**config.mk**
```make
export PLATFORM = sky130hd
export DESIGN_NAME = conv3x3_top
export DESIGN_NICKNAME = d
export VERILOG_FILES = /design/src/hw/pixel_pkg.sv /design/src/hw/scan_pkg.sv /design/src/hw/line_buffers.sv /design/src/hw/scan_ctrl.sv /design/src/hw/window_mux.sv /design/src/hw/kernel_alu.sv /design/src/hw/conv3x3_top.sv
export VERILOG_INCLUDE_DIRS = /design/src /design/src/hw
export SDC_FILE = /design/constraint.sdc
export NUM_CORES = 1
export LEC_CHECK = 0
export ABC_AREA = 1
export BUFFER_PORTS_ARGS = -buffer_cell sky130_fd_sc_hd__buf_2
export CAP_MARGIN = 20
export CORE_UTILIZATION = 40
export CTS_CLUSTER_SIZE = 10
export DETAILED_ROUTE_END_ITERATION = 7
export GPL_TIMING_DRIVEN = 1
export PLACE_DENSITY_LB_ADDON = 0.3
export SLEW_MARGIN = 20
export SYNTH_ARGS = -nofsm -noshare
export SYNTH_HDL_FRONTEND = slang
export SYNTH_SLANG_ARGS = --single-unit
```
**constraint.sdc**
```tcl
create_clock -name clk -period 4.81 [get_ports clk]
set_input_delay 0.2405 -clock clk [delete_from_list [all_inputs] [get_ports clk]]
set_output_delay 0.2405 -clock clk [all_outputs]
set_load 0.02 [all_outputs]
```
**src/hw/conv_macros.svh**
```systemverilog
`ifndef CONV_MACROS_SVH
`define CONV_MACROS_SVH

// image geometry, one frame in flight.
`define CONV_IMG_WIDTH 16
`define CONV_IMG_HEIGHT 8

// pixel width.
`define CONV_PIX_W 8
// line ram address, enough for one row.
`define CONV_ADDR_W 4

`endif

```
**src/hw/pixel_pkg.sv**
```systemverilog
`include "conv_macros.svh"

package pixel_pkg;

	// one greyscale sample.
	typedef logic [`CONV_PIX_W-1:0] pixel_t;

	// one window column, top row first.
	typedef struct packed
	{
		pixel_t top;
		pixel_t mid;
		pixel_t bot;
	} win_col_t;

	// full 3x3 neighbourhood, centre column holds the output pixel.
	typedef struct packed
	{
		win_col_t left;
		win_col_t centre;
		win_col_t right;
	} window_t;

endpackage

```
**src/hw/scan_pkg.sv**
```systemverilog
package scan_pkg;

	// which line ram feeds a window row.
	typedef enum logic [1:0]
	{
		row_idle = 2'd0, // zero row.
		row_c    = 2'd1,
		row_b    = 2'd2,
		row_a    = 2'd3
	} row_src_e;

	typedef struct packed
	{
		row_src_e top;
		row_src_e mid;
		row_src_e bot;
	} row_sel_t;

	// marks first and last window step of an image row.
	typedef struct packed
	{
		logic row_first;
		logic row_last;
	} edge_t;

	typedef enum logic
	{
		mode_smooth = 1'b0,
		mode_edge   = 1'b1
	} filt_mode_e;

endpackage

```
**src/hw/line_buffers.sv**
```systemverilog
`timescale 1ns/100ps
`include "conv_macros.svh"

module line_buffers
	import pixel_pkg::*;
(
	input  logic                    clk,
	input  logic [2:0]              wr_sel,
	input  logic [`CONV_ADDR_W-1:0] wr_addr,
	input  logic [`CONV_ADDR_W-1:0] rd_addr,
	input  pixel_t                  wr_pix,
	output pixel_t                  ram_a,
	output pixel_t                  ram_b,
	output pixel_t                  ram_c
);

	pixel_t rd_q [3]; // read words, A B C.
	logic   same_addr;

	assign same_addr = (wr_addr == rd_addr);

	for (genvar k = 0; k < 3; k++)
	begin : g_bank
		pixel_t mem [`CONV_IMG_WIDTH];

		always_ff @(posedge clk)
		begin
			if (wr_sel[k])
			begin
				mem[wr_addr] <= wr_pix;
			end
			// write-first, the bottom row sees the pixel arriving now.
			if (wr_sel[k] && same_addr)
			begin
				rd_q[k] <= wr_pix;
			end
			else
			begin
				rd_q[k] <= mem[rd_addr];
			end
		end
	end

	assign ram_a = rd_q[0];
	assign ram_b = rd_q[1];
	assign ram_c = rd_q[2];

	// the controller writes one row ram at a time.
	assert property (@(posedge clk) !$isunknown(wr_sel) |-> $onehot0(wr_sel))
		else $error("line ram write select not one-hot");

endmodule

```
**src/hw/scan_ctrl.sv**
```systemverilog
`timescale 1ns/100ps
`include "conv_macros.svh"

module scan_ctrl
	import scan_pkg::*;
(
	input  logic                    clk,
	input  logic                    aclr,
	input  logic                    in_valid,
	input  filt_mode_e              mode_in,
	output logic [2:0]              wr_sel,
	output logic [`CONV_ADDR_W-1:0] wr_addr,
	output logic [`CONV_ADDR_W-1:0] rd_addr,
	output row_sel_t                row_sel,
	output logic                    shift,
	output edge_t                   edges,
	output logic                    win_valid,
	output filt_mode_e              mode,
	output logic                    busy
);

	localparam int COL_W = $clog2(`CONV_IMG_WIDTH + 1);
	localparam int ROW_W = $clog2(`CONV_IMG_HEIGHT + 1);
	localparam logic [COL_W-1:0] PAD_COL = COL_W'(`CONV_IMG_WIDTH);
	localparam logic [ROW_W-1:0] FLUSH_ROW = ROW_W'(`CONV_IMG_HEIGHT);
	localparam int DRAIN = 4; // shift, window, two kernel stages.

	logic [COL_W-1:0] col; // step within row, PAD_COL is the pad step.
	logic [ROW_W-1:0] row; // FLUSH_ROW is the internal flush row.
	logic [1:0]       wr_idx; // ram being written, 0 1 2 for A B C.
	logic             in_frame;
	logic [2:0]       drain;
	logic             flush;
	logic             pad;
	logic             pix_step;
	logic             step;
	row_src_e         cur_src;
	row_src_e         prev_src;
	row_src_e         old_src;
	row_sel_t         row_sel_d;
	edge_t            edges_d;

	function automatic row_src_e ram_code(input logic [1:0] idx);
		case (idx)
			2'd0:    ram_code = row_a;
			2'd1:    ram_code = row_b;
			default: ram_code = row_c;
		endcase
	endfunction

	function automatic logic [1:0] next_idx(input logic [1:0] idx);
		next_idx = (idx == 2'd2) ? 2'd0 : idx + 2'd1;
	endfunction

	assign flush    = (row == FLUSH_ROW);
	assign pad      = in_frame && (col == PAD_COL);
	assign pix_step = in_valid && !flush;
	assign step     = pix_step || pad || flush;

	assign wr_sel  = pix_step ? (3'b001 << wr_idx) : 3'b000;
	assign wr_addr = col[`CONV_ADDR_W-1:0];
	assign rd_addr = col[`CONV_ADDR_W-1:0]; // same column, all three rams.

	// rotation A B C, so the oldest row sits in the next ram.
	assign cur_src  = ram_code(wr_idx);
	assign prev_src = ram_code(next_idx(next_idx(wr_idx)));
	assign old_src  = ram_code(next_idx(wr_idx));

	always_comb
	begin
		row_sel_d.bot = flush ? row_idle : cur_src;
		row_sel_d.mid = (row == '0) ? row_idle : prev_src;
		row_sel_d.top = (row < ROW_W'(2)) ? row_idle : old_src; // above image row 0.
	end

	assign edges_d.row_first = (col == COL_W'(1));
	assign edges_d.row_last  = (col == PAD_COL);

	always_ff @(posedge clk or posedge aclr)
	begin
		if (aclr)
		begin
			col       <= '0;
			row       <= '0;
			wr_idx    <= 2'd0;
			in_frame  <= 1'b0;
			drain     <= '0;
			mode      <= mode_smooth;
			shift     <= 1'b0;
			row_sel   <= '{top: row_idle, mid: row_idle, bot: row_idle};
			edges     <= '0;
			win_valid <= 1'b0;
		end
		else
		begin
			shift     <= step;
			win_valid <= step && (row != '0) && (col != '0);
			if (step)
			begin
				row_sel <= row_sel_d;
				edges   <= edges_d;
			end
			if (pix_step && !in_frame)
			begin
				in_frame <= 1'b1;
				mode     <= mode_in; // held for the whole frame.
			end
			if (drain != '0)
			begin
				drain <= drain - 3'd1;
			end
			if (step)
			begin
				if (col == PAD_COL)
				begin
					col <= '0;
					if (flush)
					begin
						row      <= '0;
						wr_idx   <= 2'd0;
						in_frame <= 1'b0;
						drain    <= 3'(DRAIN);
					end
					else
					begin
						row    <= row + 1'b1;
						wr_idx <= next_idx(wr_idx);
					end
				end
				else
				begin
					col <= col + 1'b1;
				end
			end
		end
	end

	assign busy = in_frame || (drain != '0);

	// the source holds off while the controller owns the window.
	assert property (@(posedge clk) disable iff (aclr) (pad || flush || drain != '0) |-> !in_valid)
		else $error("input during pad or flush");

	assert property (@(posedge clk) disable iff (aclr) pad |=> !in_valid)
		else $error("input while pad shift pending");

endmodule

```
**src/hw/window_mux.sv**
```systemverilog
`timescale 1ns/100ps

module window_mux
	import pixel_pkg::*;
	import scan_pkg::*;
(
	input  logic     clk,
	input  logic     aclr,
	input  pixel_t   ram_a,
	input  pixel_t   ram_b,
	input  pixel_t   ram_c,
	input  row_sel_t row_sel,
	input  logic     shift,
	input  edge_t    edges,
	input  logic     win_valid,
	output window_t  window,
	output logic     win_valid_q
);

	win_col_t new_col;
	win_col_t left_q;
	win_col_t centre_q;
	win_col_t right_q;
	edge_t    edges_q;

	// one row source, idle reads as zero padding.
	function automatic pixel_t pick(input row_src_e src, input pixel_t a, input pixel_t b,
		input pixel_t c);
		case (src)
			row_a:   pick = a;
			row_b:   pick = b;
			row_c:   pick = c;
			default: pick = '0;
		endcase
	endfunction

	assign new_col.top = pick(row_sel.top, ram_a, ram_b, ram_c);
	assign new_col.mid = pick(row_sel.mid, ram_a, ram_b, ram_c);
	assign new_col.bot = pick(row_sel.bot, ram_a, ram_b, ram_c);

	// columns enter on the right.
	always_ff @(posedge clk)
	begin
		if (shift)
		begin
			left_q   <= centre_q;
			centre_q <= right_q;
			right_q  <= new_col;
		end
	end

	always_ff @(posedge clk or posedge aclr)
	begin
		if (aclr)
		begin
			edges_q     <= '0;
			win_valid_q <= 1'b0;
		end
		else
		begin
			win_valid_q <= win_valid;
			if (shift)
			begin
				edges_q <= edges;
			end
		end
	end

	assign window.left   = edges_q.row_first ? '0 : left_q; // previous row's tail.
	assign window.centre = centre_q;
	assign window.right  = edges_q.row_last ? '0 : right_q;

	// a centred pixel always comes with a window move.
	assert property (@(posedge clk) disable iff (aclr) win_valid |-> shift)
		else $error("window valid without shift");

endmodule

```
**src/hw/kernel_alu.sv**
```systemverilog
`timescale 1ns/100ps
`include "conv_macros.svh"

module kernel_alu
	import pixel_pkg::*;
	import scan_pkg::*;
(
	input  logic       clk,
	input  logic       aclr,
	input  window_t    window,
	input  logic       win_valid_q,
	input  filt_mode_e mode,
	output logic       out_valid,
	output pixel_t     out_pix
);

	localparam int ACC_W = `CONV_PIX_W + 5; // holds +-8 full-scale pixels.

	typedef logic signed [ACC_W-1:0] acc_t;

	localparam acc_t PIX_MAX = acc_t'((1 << `CONV_PIX_W) - 1);

	acc_t       part_top;
	acc_t       part_mid;
	acc_t       part_bot;
	acc_t       sum;
	filt_mode_e mode_s1;
	logic       valid_s1;

	function automatic acc_t ext(input pixel_t p);
		ext = acc_t'({1'b0, p});
	endfunction

	function automatic acc_t weigh_121(input pixel_t l, input pixel_t c, input pixel_t r);
		weigh_121 = ext(l) + (ext(c) <<< 1) + ext(r);
	endfunction

	function automatic acc_t sum_3(input pixel_t l, input pixel_t c, input pixel_t r);
		sum_3 = ext(l) + ext(c) + ext(r);
	endfunction

	function automatic pixel_t clamp(input acc_t v);
		if (v < 0)
			clamp = '0;
		else if (v > PIX_MAX)
			clamp = '1;
		else
			clamp = v[`CONV_PIX_W-1:0];
	endfunction

	// stage one, row partial sums.
	always_ff @(posedge clk)
	begin
		if (win_valid_q)
		begin
			mode_s1 <= mode;
			if (mode == mode_edge)
			begin
				part_top <= -sum_3(window.left.top, window.centre.top, window.right.top);
				part_mid <= (ext(window.centre.mid) <<< 3) - ext(window.left.mid)
					- ext(window.right.mid);
				part_bot <= -sum_3(window.left.bot, window.centre.bot, window.right.bot);
			end
			else
			begin
				part_top <= weigh_121(window.left.top, window.centre.top, window.right.top);
				part_mid <= weigh_121(window.left.mid, window.centre.mid, window.right.mid) <<< 1;
				part_bot <= weigh_121(window.left.bot, window.centre.bot, window.right.bot);
			end
		end
	end

	assign sum = part_top + part_mid + part_bot;

	// stage two, divide by 16 or clamp.
	always_ff @(posedge clk)
	begin
		if (valid_s1)
		begin
			out_pix <= (mode_s1 == mode_edge) ? clamp(sum) : sum[`CONV_PIX_W+3:4];
		end
	end

	always_ff @(posedge clk or posedge aclr)
	begin
		if (aclr)
		begin
			valid_s1  <= 1'b0;
			out_valid <= 1'b0;
		end
		else
		begin
			valid_s1  <= win_valid_q;
			out_valid <= valid_s1;
		end
	end

endmodule

```
**src/hw/conv3x3_top.sv**
```systemverilog
`timescale 1ns/100ps
`include "conv_macros.svh"

module conv3x3_top
	import pixel_pkg::*;
	import scan_pkg::*;
(
	input  logic       clk,
	input  logic       aclr,
	input  logic       in_valid,
	input  pixel_t     in_pix,
	input  filt_mode_e mode,
	output logic       out_valid,
	output pixel_t     out_pix,
	output logic       busy
);

	logic [2:0]              wr_sel;
	logic [`CONV_ADDR_W-1:0] wr_addr;
	logic [`CONV_ADDR_W-1:0] rd_addr;
	pixel_t                  ram_a;
	pixel_t                  ram_b;
	pixel_t                  ram_c;
	row_sel_t                row_sel;
	logic                    shift;
	edge_t                   edges;
	logic                    win_valid;
	logic                    win_valid_q;
	window_t                 window;
	filt_mode_e              frame_mode; // mode latched at frame start.

	scan_ctrl i_scan_ctrl (
		.clk       (clk),
		.aclr      (aclr),
		.in_valid  (in_valid),
		.mode_in   (mode),
		.wr_sel    (wr_sel),
		.wr_addr   (wr_addr),
		.rd_addr   (rd_addr),
		.row_sel   (row_sel),
		.shift     (shift),
		.edges     (edges),
		.win_valid (win_valid),
		.mode      (frame_mode),
		.busy      (busy)
	);

	line_buffers i_line_buffers (
		.clk     (clk),
		.wr_sel  (wr_sel),
		.wr_addr (wr_addr),
		.rd_addr (rd_addr),
		.wr_pix  (in_pix),
		.ram_a   (ram_a),
		.ram_b   (ram_b),
		.ram_c   (ram_c)
	);

	window_mux i_window_mux (
		.clk         (clk),
		.aclr        (aclr),
		.ram_a       (ram_a),
		.ram_b       (ram_b),
		.ram_c       (ram_c),
		.row_sel     (row_sel),
		.shift       (shift),
		.edges       (edges),
		.win_valid   (win_valid),
		.window      (window),
		.win_valid_q (win_valid_q)
	);

	kernel_alu i_kernel_alu (
		.clk         (clk),
		.aclr        (aclr),
		.window      (window),
		.win_valid_q (win_valid_q),
		.mode        (frame_mode),
		.out_valid   (out_valid),
		.out_pix     (out_pix)
	);

endmodule

```
==> flow_metrics.env <==
export IMPL_layout_drive_gt1_share_pct=6.090
export IMPL_power_uw=20390
export IMPL_clkLatencyLatePin_ns=0.60
export IMPL_critical_path_top_delay_family="compound AO/OA/AOI/OAI gates"
export IMPL_path_class="register to register"
export IMPL_hold_end="i_line_buffers.g_bank[1].mem[8][4]$_DFFE_PP_"
export IMPL_nFillCells=6173
export IMPL_synth_common_cells="edfxtp_1, nand2_1, nor2_1, o21ai_0, inv_1"
export IMPL_async_flop_share_pct=5.546
export IMPL_startpoint="i_window_mux.edges_q[1]$_DFFE_PP0P_"
export IMPL_place_ws_ns=0.9867
export IMPL_synth_ff_type="edfxtp_1"
export IMPL_worst_setup_path_start_kind="register"
export IMPL_maxSlewViolCount=0
export IMPL_yosysTopAreaCell="edfxtp_1"
export IMPL_rr_startpoint="i_window_mux.edges_q[1]$_DFFE_PP0P_"
export IMPL_fmax_mhz=259.8
export IMPL_critPathRequiredTime_ns=5.26
export IMPL_grt_pass1_vias=18370
export IMPL_cp_slowest_cell="dfrtp_1"
export IMPL_grt_util_all_layers_pct=18.92
export IMPL_dr_first_iter_drc_count=1646
export IMPL_utilization_pct=44.86
export IMPL_worstHoldStart="in_pix[4]"
export IMPL_clock_sinks=559
export IMPL_ir_drop_uv=375.9
export IMPL_diodes=0
export IMPL_dieArea_mm2=0.06892
export IMPL_grt_remaining_overflow=0
export IMPL_synth_most_common_cell="edfxtp_1"
export IMPL_core_mm2=0.06716
export IMPL_synth_top_area_share_pct=55.74
export IMPL_cts_resized=0
export IMPL_arrival_ns=4.30
export IMPL_rr_worst_depth=18
export IMPL_std_cell_rows=95
export IMPL_routedWlPerCell_um=18.72
export IMPL_path_max_fanout=14
export IMPL_reg2reg_slack_ns=0.96
export IMPL_hp_class="primary input to register"
export IMPL_fin_setup_tns_ns=0
export IMPL_powerDensity_mw_per_mm2=676.9
export IMPL_synth_area_leaders="edfxtp_1, ha_1, nand2_1"
export IMPL_synth_distinct_cells=49
export IMPL_dpl_hpwl_um=43530
export IMPL_clock_skew_ns=0.02427
export IMPL_grt_max_degree=146
export IMPL_synth_edf_count=504
export IMPL_dieWidth_um=262.5
export IMPL_area_growth_syn_to_layout_pct=10.98
export IMPL_cts_tree="built"
export IMPL_cp_common_cell="a21oi_1"
export IMPL_vias_per_cell=5.401
export IMPL_yosys_warnings=0
export IMPL_rsz0062_at_grt="false"
export IMPL_syn_area_per_cell_um2=10.65
export IMPL_finalHoldViolCount=0
export IMPL_crit_buf_inv=2
export IMPL_syn_nets=2714
export IMPL_ioPinCount=22
export IMPL_tightest_slew_ns=1.048
export IMPL_grt_first_pass_wirelength_um=102900
export IMPL_cts_root_buffer="clkbuf_16"
export IMPL_wirelength_um=65220
export IMPL_setup_violations=0
export IMPL_holdWs_ns=0.06456
export IMPL_htree_num_levels=3
export IMPL_relSlewSlack_pct=29.72
export IMPL_max_stage_delay_ns=0.54
export IMPL_outcome="finished clean"
export IMPL_first_pass_iters=5
export IMPL_fin_crit_ns=3.849
export IMPL_antenna_found_initial=0
export IMPL_min_period_over_period_pct=80.01
export IMPL_start_util_pct=40.43
export IMPL_hold_path_depth=1
export IMPL_ant_nets=0
export IMPL_regToRegEndpoint="i_kernel_alu.part_bot[9]$_DFFE_PP_"
export IMPL_nets=2742
export IMPL_cts_buffers=67
export IMPL_worst_slack_ns=0.9615
export IMPL_clk_pin_slew_ns=0.06
export IMPL_synthCells=2550
export IMPL_yosysSeqAreaShare_pct=60.37
export IMPL_ys_ff_latch=559
export IMPL_gp_congestion=0.8876
export IMPL_drv_cap=0
export IMPL_dieHeight_um=262.5
export IMPL_dr_total_vias=18816
export IMPL_endpoint_kind="register"
export IMPL_netlist_area_mm2=0.02715
export IMPL_crit_chain="buf_4 -> nor2_1 -> fa_1 -> a21oi_1 -> o21bai_1 -> a21oi_1 -> nor2_1 -> nor2_1 -> xor2_1 -> ha_1 -> ha_1 -> a21oi_1 -> o21ai_0 -> a21oi_1 -> inv_1 -> a21oi_1 -> o21ai_0 -> nand2_1"
export IMPL_clockBufferDepth=3
export IMPL_drc=0
export IMPL_port_buffers=21
export IMPL_p_leak_uw=0.01154
power breakdown:
group | switching, µW | internal [µW]
clock network | 1910 | 2680
logic | 6070 | 3080
registers | 427 | 6220
total | 8410 | 12000
worst max path at each step:
stage / endpoint / slack (ns) / cells past startpoint
floorplan: i_kernel_alu.part_top[10]$_DFFE_PP_ / 1.28 / 20
global placement: i_kernel_alu.part_bot[9]$_DFFE_PP_ / 0.99 / 18
detailed placement: i_kernel_alu.part_bot[9]$_DFFE_PP_ / 0.99 / 18
CTS: i_kernel_alu.part_bot[9]$_DFFE_PP_ / 0.94 / 18
global route: i_kernel_alu.part_bot[9]$_DFFE_PP_ / 0.53 / 18
finish: i_kernel_alu.part_bot[9]$_DFFE_PP_ / 0.96 / 18
flip-flops by register name, indices dropped and copies added (netlist names), 3 cells and up:
| signal | count |
|---|---|
| i_kernel_alu.part_bot | 13 |
| i_window_mux.right_q | 24 |
| i_line_buffers.rd_q | 24 |
| i_scan_ctrl.drain | 3 |
| i_kernel_alu.part_top | 13 |
| i_window_mux.window | 24 |
| i_window_mux.left_q | 24 |
| i_kernel_alu.out_pix | 8 |
| i_scan_ctrl.row | 4 |
| i_line_buffers.g_bank.mem | 384 |
| i_scan_ctrl.row_sel | 6 |
| i_scan_ctrl.col | 5 |
| i_kernel_alu.part_mid | 13 |
routing by layer:
metal / track usage, % / up-vias / wire, µm
met3: 2.708 / 122 / 3654
li1: - / 9021 / -
met5: 0 / - / 0
met1: 24.94 / 9097 / 28180
met2: 31.95 / 576 / 31490
met4: 6.359 / 0 / 1900
worst reg2reg max path, delay by kind of cell, from the launching register on:
family                     cells  cell delay [ns]
AOI/OAI and AO/OA              8             1.20
adders and majority gates      3             1.08
DFF                            1             0.54
and+or+nand+nor                4             0.37
buffers and inverters          2             0.33
xor gates and xnor gates       1             0.17
stage by stage:
stage          area (µm²)  cells
2_1_floorplan       27150   2550
3_3_place_gp        28130   3379
3_5_place_dp        28130   3379
4_1_cts             30130   3484
5_1_grt             30130   3484
6_report            30130   3484
repair_timing:
action / CTS / global route
endpoints found under the hold margin: 36 / 0
hold buffers: 3 / 0
endpoints found under the setup margin: 0 / 0
buffers inserted: 0 / 0
logic make-up after synthesis:
family          synth area share [%]
simple gates                   13.23
compound gates                 11.98
flops                          60.37
buf+inv                        4.940
fa+ha+maj                      7.669
xor+xnor                       1.774
mux                          0.03687
cells in the final DEF (no fill, tap or decap), drive strengths merged, types with 68 or more instances in the layout:
master,count
ha,128
o21ai,272
nand2,407
nand3,68
clkbuf,94
o22ai,99
nor2,366
edfxtp,504
a21oi,129
inv,238
cell type report:
| cell class | count | area (µm²) | share of cell area, % |
|---|---|---|---|
| clock inverter | 8 | 158.9 | 0.5274 |
| timing repair buffer | 49 | 347.8 | 1.154 |
| multi-input combinational | 1663 | 9418 | 31.26 |
| inverter | 238 | 907.1 | 3.011 |
| tap | 873 | 1092 | 3.625 |
| clock buffer | 94 | 1809 | 6.005 |
| sequential | 559 | 16400 | 54.42 |
(Power assumes the default switching activity.)
